===== config.mk =====
export PLATFORM = sky130hd
export DESIGN_NAME = pipelineControl
export DESIGN_NICKNAME = d
export VERILOG_FILES = /design/src/pipeCtrlPkg.sv /design/src/loadUseHazard.sv /design/src/exceptionArbiter.sv /design/src/mulDivSequencer.sv /design/src/wrFlushControl.sv /design/src/pipelineControl.sv
export SDC_FILE = /design/constraint.sdc
export NUM_CORES = 1
export LEC_CHECK = 0
export BUFFER_PORTS_ARGS = -buffer_cell sky130_fd_sc_hd__buf_2
export CAP_MARGIN = 25
export CORE_MARGIN = 1
export CORE_UTILIZATION = 43
export CTS_BUF_LIST = sky130_fd_sc_hd__clkbuf_2
export DETAILED_ROUTE_END_ITERATION = 8
export PLACE_DENSITY = 0.88
export SKIP_LAST_GASP = 1
export SYNTH_ARGS = -nofsm -noshare
export SYNTH_HDL_FRONTEND = slang
export SYNTH_SLANG_ARGS = --single-unit

===== constraint.sdc =====
create_clock -name clk -period 3.7 [get_ports clk]
set_clock_uncertainty 0.1 [all_clocks]
set_input_delay 0.185 -clock clk [delete_from_list [all_inputs] [get_ports clk]]
set_output_delay 0.185 -clock clk [all_outputs]
set_load 0.005 [all_outputs]

===== src/pipeCtrlPkg.sv =====
package pipeCtrlPkg;

    localparam int RegIdxBits  = 5;   // 32 gprs
    localparam int ExcCodeBits = 5;   // cp0 cause.excCode width
    localparam int MultLatency = 3;   // busy cycles for mult/multu
    localparam int DivLatency  = 16;  // busy cycles for div/divu

    // down-counter in the mul/div sequencer must hold the longer latency
    localparam int MdCntBits = $clog2(DivLatency + 1);

    typedef logic [RegIdxBits-1:0] regIdxT;

    // source operands of the instruction sitting in ID
    typedef struct packed {
        regIdxT rs;
        regIdxT rt;
        logic   rsUsed;  // rs really read, not just decoded
        logic   rtUsed;
    } srcUseT;

    // load in flight, one per stage (EXE and MEM)
    typedef struct packed {
        logic   isLoad;
        regIdxT dst;     // destination gpr
    } loadDstT;

    // exception request raised by one stage
    typedef struct packed {
        logic                   valid;
        logic [ExcCodeBits-1:0] code;
    } excReqT;

    // which stage won the exception arbitration
    typedef enum logic [2:0] {
        excNone = 3'd0,
        excIf   = 3'd1,
        excId   = 3'd2,
        excExe  = 3'd3,
        excMem  = 3'd4
    } excStageT;

    // per-stage flush from the exception path
    typedef struct packed {
        logic ifs;   // if stage, name clashes with the keyword
        logic id;
        logic exe;
        logic mem;
    } excFlushT;

    // load-use bubble request
    typedef struct packed {
        logic preIfWr;   // 0 = hold pc
        logic idWr;      // 0 = hold if/id
        logic exeFlush;  // 1 = bubble into exe
    } hazardT;

    typedef enum logic [1:0] {
        opNone = 2'd0,
        opMult = 2'd1,
        opDiv  = 2'd2
    } mulDivOpT;

    // everything the controller hands to the datapath
    typedef struct packed {
        logic [2:0] rsvd;  // reserved for growth, always 0
        logic preIfWr;
        logic ifWr;
        logic idWr;
        logic exeWr;
        logic memWr;
        logic mem2Wr;
        logic wbWr;
        logic ifFlush;
        logic idFlush;
        logic exeFlush;
        logic memFlush;
        logic mem2Flush;
        logic wbFlush;
        logic memDisWr;    // kills cp0 write in MEM
        logic wbDisWr;     // kills rf write in WB
        logic icacheFlush;
        logic dcacheFlush;
        logic hiLoKeep;    // 0 = drop pending hi/lo result
    } stageCtrlT;

endpackage


===== src/loadUseHazard.sv =====
`timescale 1ns/1ps

module loadUseHazard
    import pipeCtrlPkg::*;
(
    input  srcUseT  idSrc,    // operands of the ID instruction
    input  loadDstT exeLoad,  // load currently in EXE
    input  loadDstT memLoad,  // load currently in MEM
    output hazardT  hazard
);

    logic exeHit;  // dependence on the EXE load
    logic memHit;  // dependence on the MEM load
    logic stall;

    // true when a load writes a live source of the ID instruction
    function automatic logic srcMatch(input srcUseT src, input loadDstT ld);
        logic rsHit;
        logic rtHit;
        rsHit = src.rsUsed && (src.rs == ld.dst);
        rtHit = src.rtUsed && (src.rt == ld.dst);
        // $zero never carries a dependence
        return ld.isLoad && (ld.dst != '0) && (rsHit || rtHit);
    endfunction

    assign exeHit = srcMatch(idSrc, exeLoad);

    // load data only comes back at the end of MEM2,
    // so a load one stage further down still has to be waited for
    assign memHit = srcMatch(idSrc, memLoad);

    assign stall = exeHit | memHit;

    always_comb begin
        hazard.preIfWr  = ~stall;  // hold pc
        hazard.idWr     = ~stall;  // hold if/id
        hazard.exeFlush = stall;   // bubble goes down the pipe
    end

    // idSrc.rs/rt don't care when the matching used bit is low
    // a single bubble per cycle, the hazard re-evaluates as the load moves on
    // exe case needs two bubbles, mem case one

endmodule


===== src/exceptionArbiter.sv =====
`timescale 1ns/1ps

module exceptionArbiter
    import pipeCtrlPkg::*;
(
    input  logic                   clk,
    input  logic                   rst,
    input  excReqT                 ifExc,
    input  excReqT                 idExc,
    input  excReqT                 exeExc,
    input  excReqT                 memExc,
    output excFlushT               excFlush,  // per-stage flush, same cycle
    output excStageT               entrySel,  // winner, same cycle
    output logic [ExcCodeBits-1:0] excCode,   // registered cause code
    output excStageT               excStage   // registered winner stage
);

    logic [ExcCodeBits-1:0] winCode;  // code of the current winner

    // oldest instruction wins: MEM > EXE > ID > IF
    always_comb begin
        entrySel = excNone;
        winCode  = '0;
        if (memExc.valid) begin
            entrySel = excMem;
            winCode  = memExc.code;
        end
        else if (exeExc.valid) begin
            entrySel = excExe;
            winCode  = exeExc.code;
        end
        else if (idExc.valid) begin
            entrySel = excId;
            winCode  = idExc.code;
        end
        else if (ifExc.valid) begin
            entrySel = excIf;
            winCode  = ifExc.code;
        end
    end

    // winner flushes itself plus every younger stage
    // so each flush is the OR of its own and all older requests
    always_comb begin
        excFlush.mem = memExc.valid;
        excFlush.exe = memExc.valid | exeExc.valid;
        excFlush.id  = memExc.valid | exeExc.valid | idExc.valid;
        excFlush.ifs = memExc.valid | exeExc.valid | idExc.valid | ifExc.valid;
    end

    // cause/stage capture, held until the next exception
    always_ff @(posedge clk) begin
        if (rst) begin
            excStage <= excNone;
            excCode  <= '0;
        end
        else if (entrySel != excNone) begin
            excStage <= entrySel;
            excCode  <= winCode;
        end
    end

    // a younger request in the same cycle is simply dropped here,
    // it re-raises after the refetch if it was real

endmodule


===== src/mulDivSequencer.sv =====
`timescale 1ns/1ps

module mulDivSequencer
    import pipeCtrlPkg::*;
(
    input  logic     clk,
    input  logic     rst,
    input  logic     start,     // one-cycle pulse from EXE decode
    input  mulDivOpT op,
    input  logic     hiLoKeep,  // low = exception, abort
    output logic     busy       // holds EXE while high
);

    logic [MdCntBits-1:0] cnt;      // remaining busy cycles
    logic [MdCntBits-1:0] loadVal;  // latency of the requested op
    logic                 launch;   // accepted start

    // latency lookup
    always_comb begin
        case (op)
            opMult:  loadVal = MdCntBits'(MultLatency);
            opDiv:   loadVal = MdCntBits'(DivLatency);
            default: loadVal = '0;  // opNone never goes busy
        endcase
    end

    // starts while busy are ignored, no queueing
    assign launch = start & ~busy;

    // states:
    //   cnt == 0  idle
    //   cnt != 0  running, counts down to idle
    always_ff @(posedge clk) begin
        if (rst) begin
            cnt <= '0;
        end
        else if (!hiLoKeep) begin
            // exception somewhere, kill the op so hi/lo stays untouched
            cnt <= '0;
        end
        else if (busy) begin
            cnt <= cnt - MdCntBits'(1);
        end
        else if (launch) begin
            cnt <= loadVal;  // busy from the next cycle on
        end
    end

    // high for exactly loadVal cycles after the start edge
    assign busy = (cnt != '0);

    // abort beats start in the same cycle,
    // the faulting instruction may well be the mult/div itself
    //
    // the last busy cycle is the one where hi/lo gets written,
    // EXE releases on the following edge

endmodule


===== src/wrFlushControl.sv =====
`timescale 1ns/1ps

module wrFlushControl
    import pipeCtrlPkg::*;
(
    input  hazardT    hazard,         // load-use bubble request
    input  excFlushT  excFlush,       // per-stage exception flush
    input  excStageT  entrySel,       // exception winner
    input  logic      iTlbException,
    input  logic      dTlbException,
    input  logic      icacheBusy,
    input  logic      dcacheBusy,
    input  logic      iTlbStall,
    input  logic      dTlbStall,
    input  logic      branchFailed,   // misprediction resolved in ID
    input  logic      idIsImmJump,    // j/jal in ID
    input  logic      mulDivBusy,
    output stageCtrlT ctrl
);

    logic stall;      // any memory-side back-pressure
    logic exception;  // exception reaching ID or older

    // tlb refill holds the pipe just like a cache miss
    assign stall     = icacheBusy | dcacheBusy | iTlbStall | dTlbStall;
    assign exception = excFlush.id;

    // write enables
    always_comb begin
        // pc register
        if (exception) begin
            ctrl.preIfWr = 1'b1;  // load the handler address
        end
        else if (stall) begin
            ctrl.preIfWr = 1'b0;
        end
        else if (!hazard.preIfWr) begin
            ctrl.preIfWr = 1'b0;  // load-use bubble holds the pc
        end
        else if (branchFailed) begin
            ctrl.preIfWr = 1'b1;  // take the corrected target
        end
        else begin
            ctrl.preIfWr = ~mulDivBusy;
        end

        // if/id
        if (exception) begin
            ctrl.idWr = 1'b1;
        end
        else if (stall || !hazard.idWr) begin
            ctrl.idWr = 1'b0;
        end
        else if (branchFailed) begin
            ctrl.idWr = 1'b1;  // flushed anyway
        end
        else begin
            ctrl.idWr = ~mulDivBusy;
        end

        // id/exe is held only by mul/div or a stall
        if (exception) begin
            ctrl.exeWr = 1'b1;
        end
        else if (stall || mulDivBusy) begin
            ctrl.exeWr = 1'b0;
        end
        else begin
            ctrl.exeWr = 1'b1;
        end

        // back half of the pipe only cares about exception and stall
        ctrl.memWr  = exception | ~stall;
        ctrl.wbWr   = exception | ~stall;  // wb always drains on exception
        ctrl.ifWr   = ctrl.idWr;           // fetch pair moves together
        ctrl.mem2Wr = ctrl.memWr;
    end

    // flushes
    always_comb begin
        ctrl.ifFlush = excFlush.ifs;

        if (excFlush.id) begin
            ctrl.idFlush = 1'b1;
        end
        else if (stall) begin
            ctrl.idFlush = 1'b0;  // keep the slot until the cache is back
        end
        else begin
            ctrl.idFlush = branchFailed;
        end

        if (excFlush.exe) begin
            ctrl.exeFlush = 1'b1;
        end
        else if (stall) begin
            ctrl.exeFlush = 1'b0;  // bubble waits for the stall to end
        end
        else begin
            ctrl.exeFlush = hazard.exeFlush;
        end

        ctrl.memFlush  = excFlush.mem;
        ctrl.mem2Flush = 1'b0;  // older than any flush source
        ctrl.wbFlush   = 1'b0;
    end

    // a MEM exception still commits its cp0/rf effects
    always_comb begin
        ctrl.memDisWr = ~excFlush.mem & stall;
        ctrl.wbDisWr  = ~excFlush.mem & stall;
    end

    // cache flushes
    always_comb begin
        if (exception || iTlbException) begin
            ctrl.icacheFlush = 1'b1;
        end
        else if (stall) begin
            ctrl.icacheFlush = 1'b0;  // icache can't take it while busy
        end
        else begin
            // j/jal redirect fetch from ID and drop the outstanding request
            ctrl.icacheFlush = branchFailed | idIsImmJump;
        end

        ctrl.dcacheFlush = exception | dTlbException;
    end

    always_comb begin
        ctrl.hiLoKeep = (entrySel == excNone);  // any exception aborts mul/div
        ctrl.rsvd     = '0;
    end

endmodule


===== src/pipelineControl.sv =====
`timescale 1ns/1ps

module pipelineControl
    import pipeCtrlPkg::*;
(
    input  logic                   clk,
    input  logic                   rst,
    input  srcUseT                 idSrc,
    input  loadDstT                exeLoad,
    input  loadDstT                memLoad,
    input  excReqT                 ifExc,
    input  excReqT                 idExc,
    input  excReqT                 exeExc,
    input  excReqT                 memExc,
    input  logic                   iTlbException,
    input  logic                   dTlbException,
    input  logic                   icacheBusy,
    input  logic                   dcacheBusy,
    input  logic                   iTlbStall,
    input  logic                   dTlbStall,
    input  logic                   branchFailed,
    input  logic                   idIsImmJump,
    input  logic                   mulDivStart,  // one-cycle pulse
    input  mulDivOpT               mulDivOp,
    output stageCtrlT              ctrl,
    output logic [ExcCodeBits-1:0] excCode,
    output excStageT               excStage,
    output logic                   mulDivBusy
);

    hazardT   hazard;
    excFlushT excFlush;
    excStageT entrySel;

    loadUseHazard u_loadUseHazard (
        .idSrc   (idSrc),
        .exeLoad (exeLoad),
        .memLoad (memLoad),
        .hazard  (hazard)
    );

    exceptionArbiter u_exceptionArbiter (
        .clk      (clk),
        .rst      (rst),
        .ifExc    (ifExc),
        .idExc    (idExc),
        .exeExc   (exeExc),
        .memExc   (memExc),
        .excFlush (excFlush),
        .entrySel (entrySel),
        .excCode  (excCode),
        .excStage (excStage)
    );

    // abort comes back from the priority network
    mulDivSequencer u_mulDivSequencer (
        .clk      (clk),
        .rst      (rst),
        .start    (mulDivStart),
        .op       (mulDivOp),
        .hiLoKeep (ctrl.hiLoKeep),
        .busy     (mulDivBusy)
    );

    wrFlushControl u_wrFlushControl (
        .hazard        (hazard),
        .excFlush      (excFlush),
        .entrySel      (entrySel),
        .iTlbException (iTlbException),
        .dTlbException (dTlbException),
        .icacheBusy    (icacheBusy),
        .dcacheBusy    (dcacheBusy),
        .iTlbStall     (iTlbStall),
        .dTlbStall     (dTlbStall),
        .branchFailed  (branchFailed),
        .idIsImmJump   (idIsImmJump),
        .mulDivBusy    (mulDivBusy),
        .ctrl          (ctrl)
    );

endmodule


==> flow_metrics.tcl <==
set metrics [dict create \
    rsz0062_at_grt "no" \
    dpl-instance-area_um2 1480 \
    path_clk_slew_ns 0.14 \
    track_usage_pct 22.1 \
    stdcell_count 254 \
    cp_max_fo 6 \
    cp_data_required_time_ns 3.41 \
    die_x_um 53.0 \
    p_total_mw 0.338 \
    synthesis.area_um2 1120 \
    status "finished clean" \
    vias 1283 \
    fmax_mhz 475 \
    antenna_left 0 \
    drive_gt1_share_pct 40.2 \
    wire_per_inst_um 11.8 \
    worst_pin_slew_ns 0.769 \
    avgSynthCellArea_um2 7.61 \
    p_switching_mw 0.110 \
    core_area_um2 2480 \
    relSlewSlack_pct 48.3 \
    place_congestion 0.892 \
    slowest_stage "dfxtp_1" \
    place_hpwl_mm 2.54 \
    overflow 0 \
    cts-buffers-inserted 3 \
    p_comb_share_pct 34.0 \
    dpl.cell_count 250 \
    firstDrtPassIters 4 \
    yosysWarnings 0 \
    ir_worst_vdd_v 0.000125 \
    grt_pass1_wl_mm 4.57 \
    wl_mm 3.00 \
    ys_seq_area_share_pct 23.3 \
    cp-start-kind "flip-flop" \
    p_seq_share_pct 44.1 \
    power_density_nw_per_um2 226 \
    nets 288 \
    viasPerCell 5.05 \
    cts_buffer_depth 2 \
    grt_pass1_vias 1111 \
    hold_class "input pin to flip-flop" \
    post_cts_buffers 0 \
    final_max_slew_viol_count 0 \
    end_kind "output pin" \
    num_rows 18 \
    drt-initial-drc-count 16 \
    portBuffers 85 \
    maxCapViolCount 0 \
    yosysUniqueCellTypes 34 \
    die_h_um 53.0 \
    critical_path_buf_inv_count 2 \
    swShare_pct 32.5 \
    h-tree-depth 1 \
    die-area_um2 2810 \
    antenna_found_initial 0 \
    crit_top_cell "o21ai_0" \
    p_int_mw 0.228 \
    cts_sinks 13 \
    syn-instance-count 147 \
    route.detailed.drc 0 \
    diodes 0 \
    hold_viol 0 \
    synth_seq_cells 13 \
    critPathMaxStageDelay_ns 0.34 \
    clkPwrFrac_pct 21.9 \
    io_pins 91 \
    finalSetupViolations 0 \
    hold_buffers 0 \
    finalSetupTns_ns 0 \
    root_buffer "clkbuf_2" \
    power_leakage_nw 0.724 \
    cp.arrival_ns 1.82 \
    path_delay_family "compound AO/OA/AOI/OAI gates" \
    finalInstanceArea_um2 1500 \
    initial_core_util_pct 45.2 \
    path_class "flip-flop to output pin" \
    area_delta_synth_final_pct 33.8 \
    finalCritPeriodShare_pct 56.9 \
    fin_util_pct 60.4 \
    min_period_ns 2.10 \
    clock_latency_ns 0.27 \
    cts_tree "built" \
    post_cts_resized 0 \
    path_cells "inv_1 -> ha_1 -> and2_1 -> o21ai_0 -> o21ai_0 -> buf_2" \
    fillCellCount 258 \
    grt_max_degree 14 \
]
## worst reg2reg max path, stage by stage (launching register included)
cell,delay [ns]
dfxtp_1,0.34
inv_1,0.12
ha_1,0.22
and2_1,0.26
inv_1,0.11
a211oi_1,0.23
## stage by stage
step	hold slack [ns]	setup WS, ns
final	0.0859	1.60
after global routing	0.0937	1.43
after CTS	0.0819	1.63
after detailed placement	0.368	1.77
after global placement	0.361	1.79
after floorplan	0.288	2.04
## final cells by class
cell class / count / area [um^2] / share of cell area, %
Timing Repair Buffer: 85 / 425 / 28.4
Sequential cell: 13 / 260 / 17.4
Clock buffer: 3 / 15.0 / 1.00
Clock inverter: 1 / 5.00 / 0.334
Inverter: 8 / 30.0 / 2.01
Tap cell: 30 / 37.5 / 2.51
Multi-Input combinational cell: 114 / 723 / 48.3
## routing by layer
| metal | up-vias | share of wire, % | global-route usage, % |
|---|---|---|---|
| met5 | - | 0 | 0 |
| met4 | 0 | 0.70 | 6.58 |
| met3 | 2 | 4.6 | 2.30 |
| met2 | 40 | 55 | 43.2 |
| met1 | 578 | 40 | 24.3 |
| li1 | 663 | - | - |
## cell families (layout without fill, tap and decap cells)
group | after synthesis | after routing | share of synthesized area (%)
adder cells (fa/ha/maj) | 2 | 2 | 2.24
AND/OR/NAND/NOR | 46 | 46 | 21.5
AO/OA/AOI/OAI | 39 | 39 | 22.0
buffers and inverters | 24 | 97 | 13.4
other | 1 | 5 | 0.335
XOR/XNOR | 22 | 22 | 17.2
flip-flops | 13 | 13 | 23.3
## state kept, by name (all words and copies together), names as in the netlist
signal,cells
u_exceptionArbiter.excCode,5
u_exceptionArbiter.excStage,3
u_mulDivSequencer.cnt,5
## synthesized netlist by cell type (all sizes together)
cell type	count	area (um^2)
xor2	16	140
nor2	14	52.6
buf	13	98.8
dfxtp	13	260
a21oi	10	50.1
o21ai	9	45.0
inv	8	30.0
nor3	7	35.0
nor4	7	50.1
a22oi	6	45.0
nand2	6	22.5
xnor2	6	52.6
o22ai	5	31.3
and2	3	18.8
clkbuf	3	21.3
or4	3	22.5
a211o	2	17.5
a211oi	2	15.0
a32oi	2	17.5
ha	2	25.0
nand2b	2	12.5
a2bb2oi	1	8.76
a311oi	1	8.76
conb	1	3.75
nand3b	1	7.51
nand4	1	6.26
nor2b	1	6.26
o211ai	1	7.51
or3	1	6.26
## power groups by stage
stage	logic (mW)	clock network (mW)	registers, mW
6_report	0.115	0.0741	0.149
5_1_grt	0.129	0.0781	0.150
4_1_cts	0.116	0.0751	0.149
3_5_place_dp	0.115	0	0.152
3_3_place_gp	0.113	0	0.152
2_1_floorplan	0.0623	0	0.153
## placed cells by master, fill, tap and decap left out, drive strengths merged, types with 5 or more instances in the layout
cell | synthesis | layout
nor2 | 14 | 14
conb | 1 | 5
o21ai | 9 | 9
xor2 | 16 | 16
inv | 8 | 8
nor4 | 7 | 7
xnor2 | 6 | 6
nand2 | 6 | 6
o22ai | 5 | 5
a21oi | 10 | 10
dfxtp | 13 | 13
nor3 | 7 | 7
a22oi | 6 | 6
buf | 13 | 85
## final timing paths
kind | to | depth (start not counted) | from | slack [ns]
setup / recovery | ctrl[16] | 6 | u_mulDivSequencer.cnt[0] | 1.60
setup reg to reg | u_mulDivSequencer.cnt[1] | 5 | u_mulDivSequencer.cnt[0] | 2.25
hold reg to reg | u_exceptionArbiter.excStage[2] | 2 | u_exceptionArbiter.excStage[2] | 0.40
hold / removal | u_exceptionArbiter.excStage[2] | 2 | rst | 0.09
(Power assumes the default switching activity.)
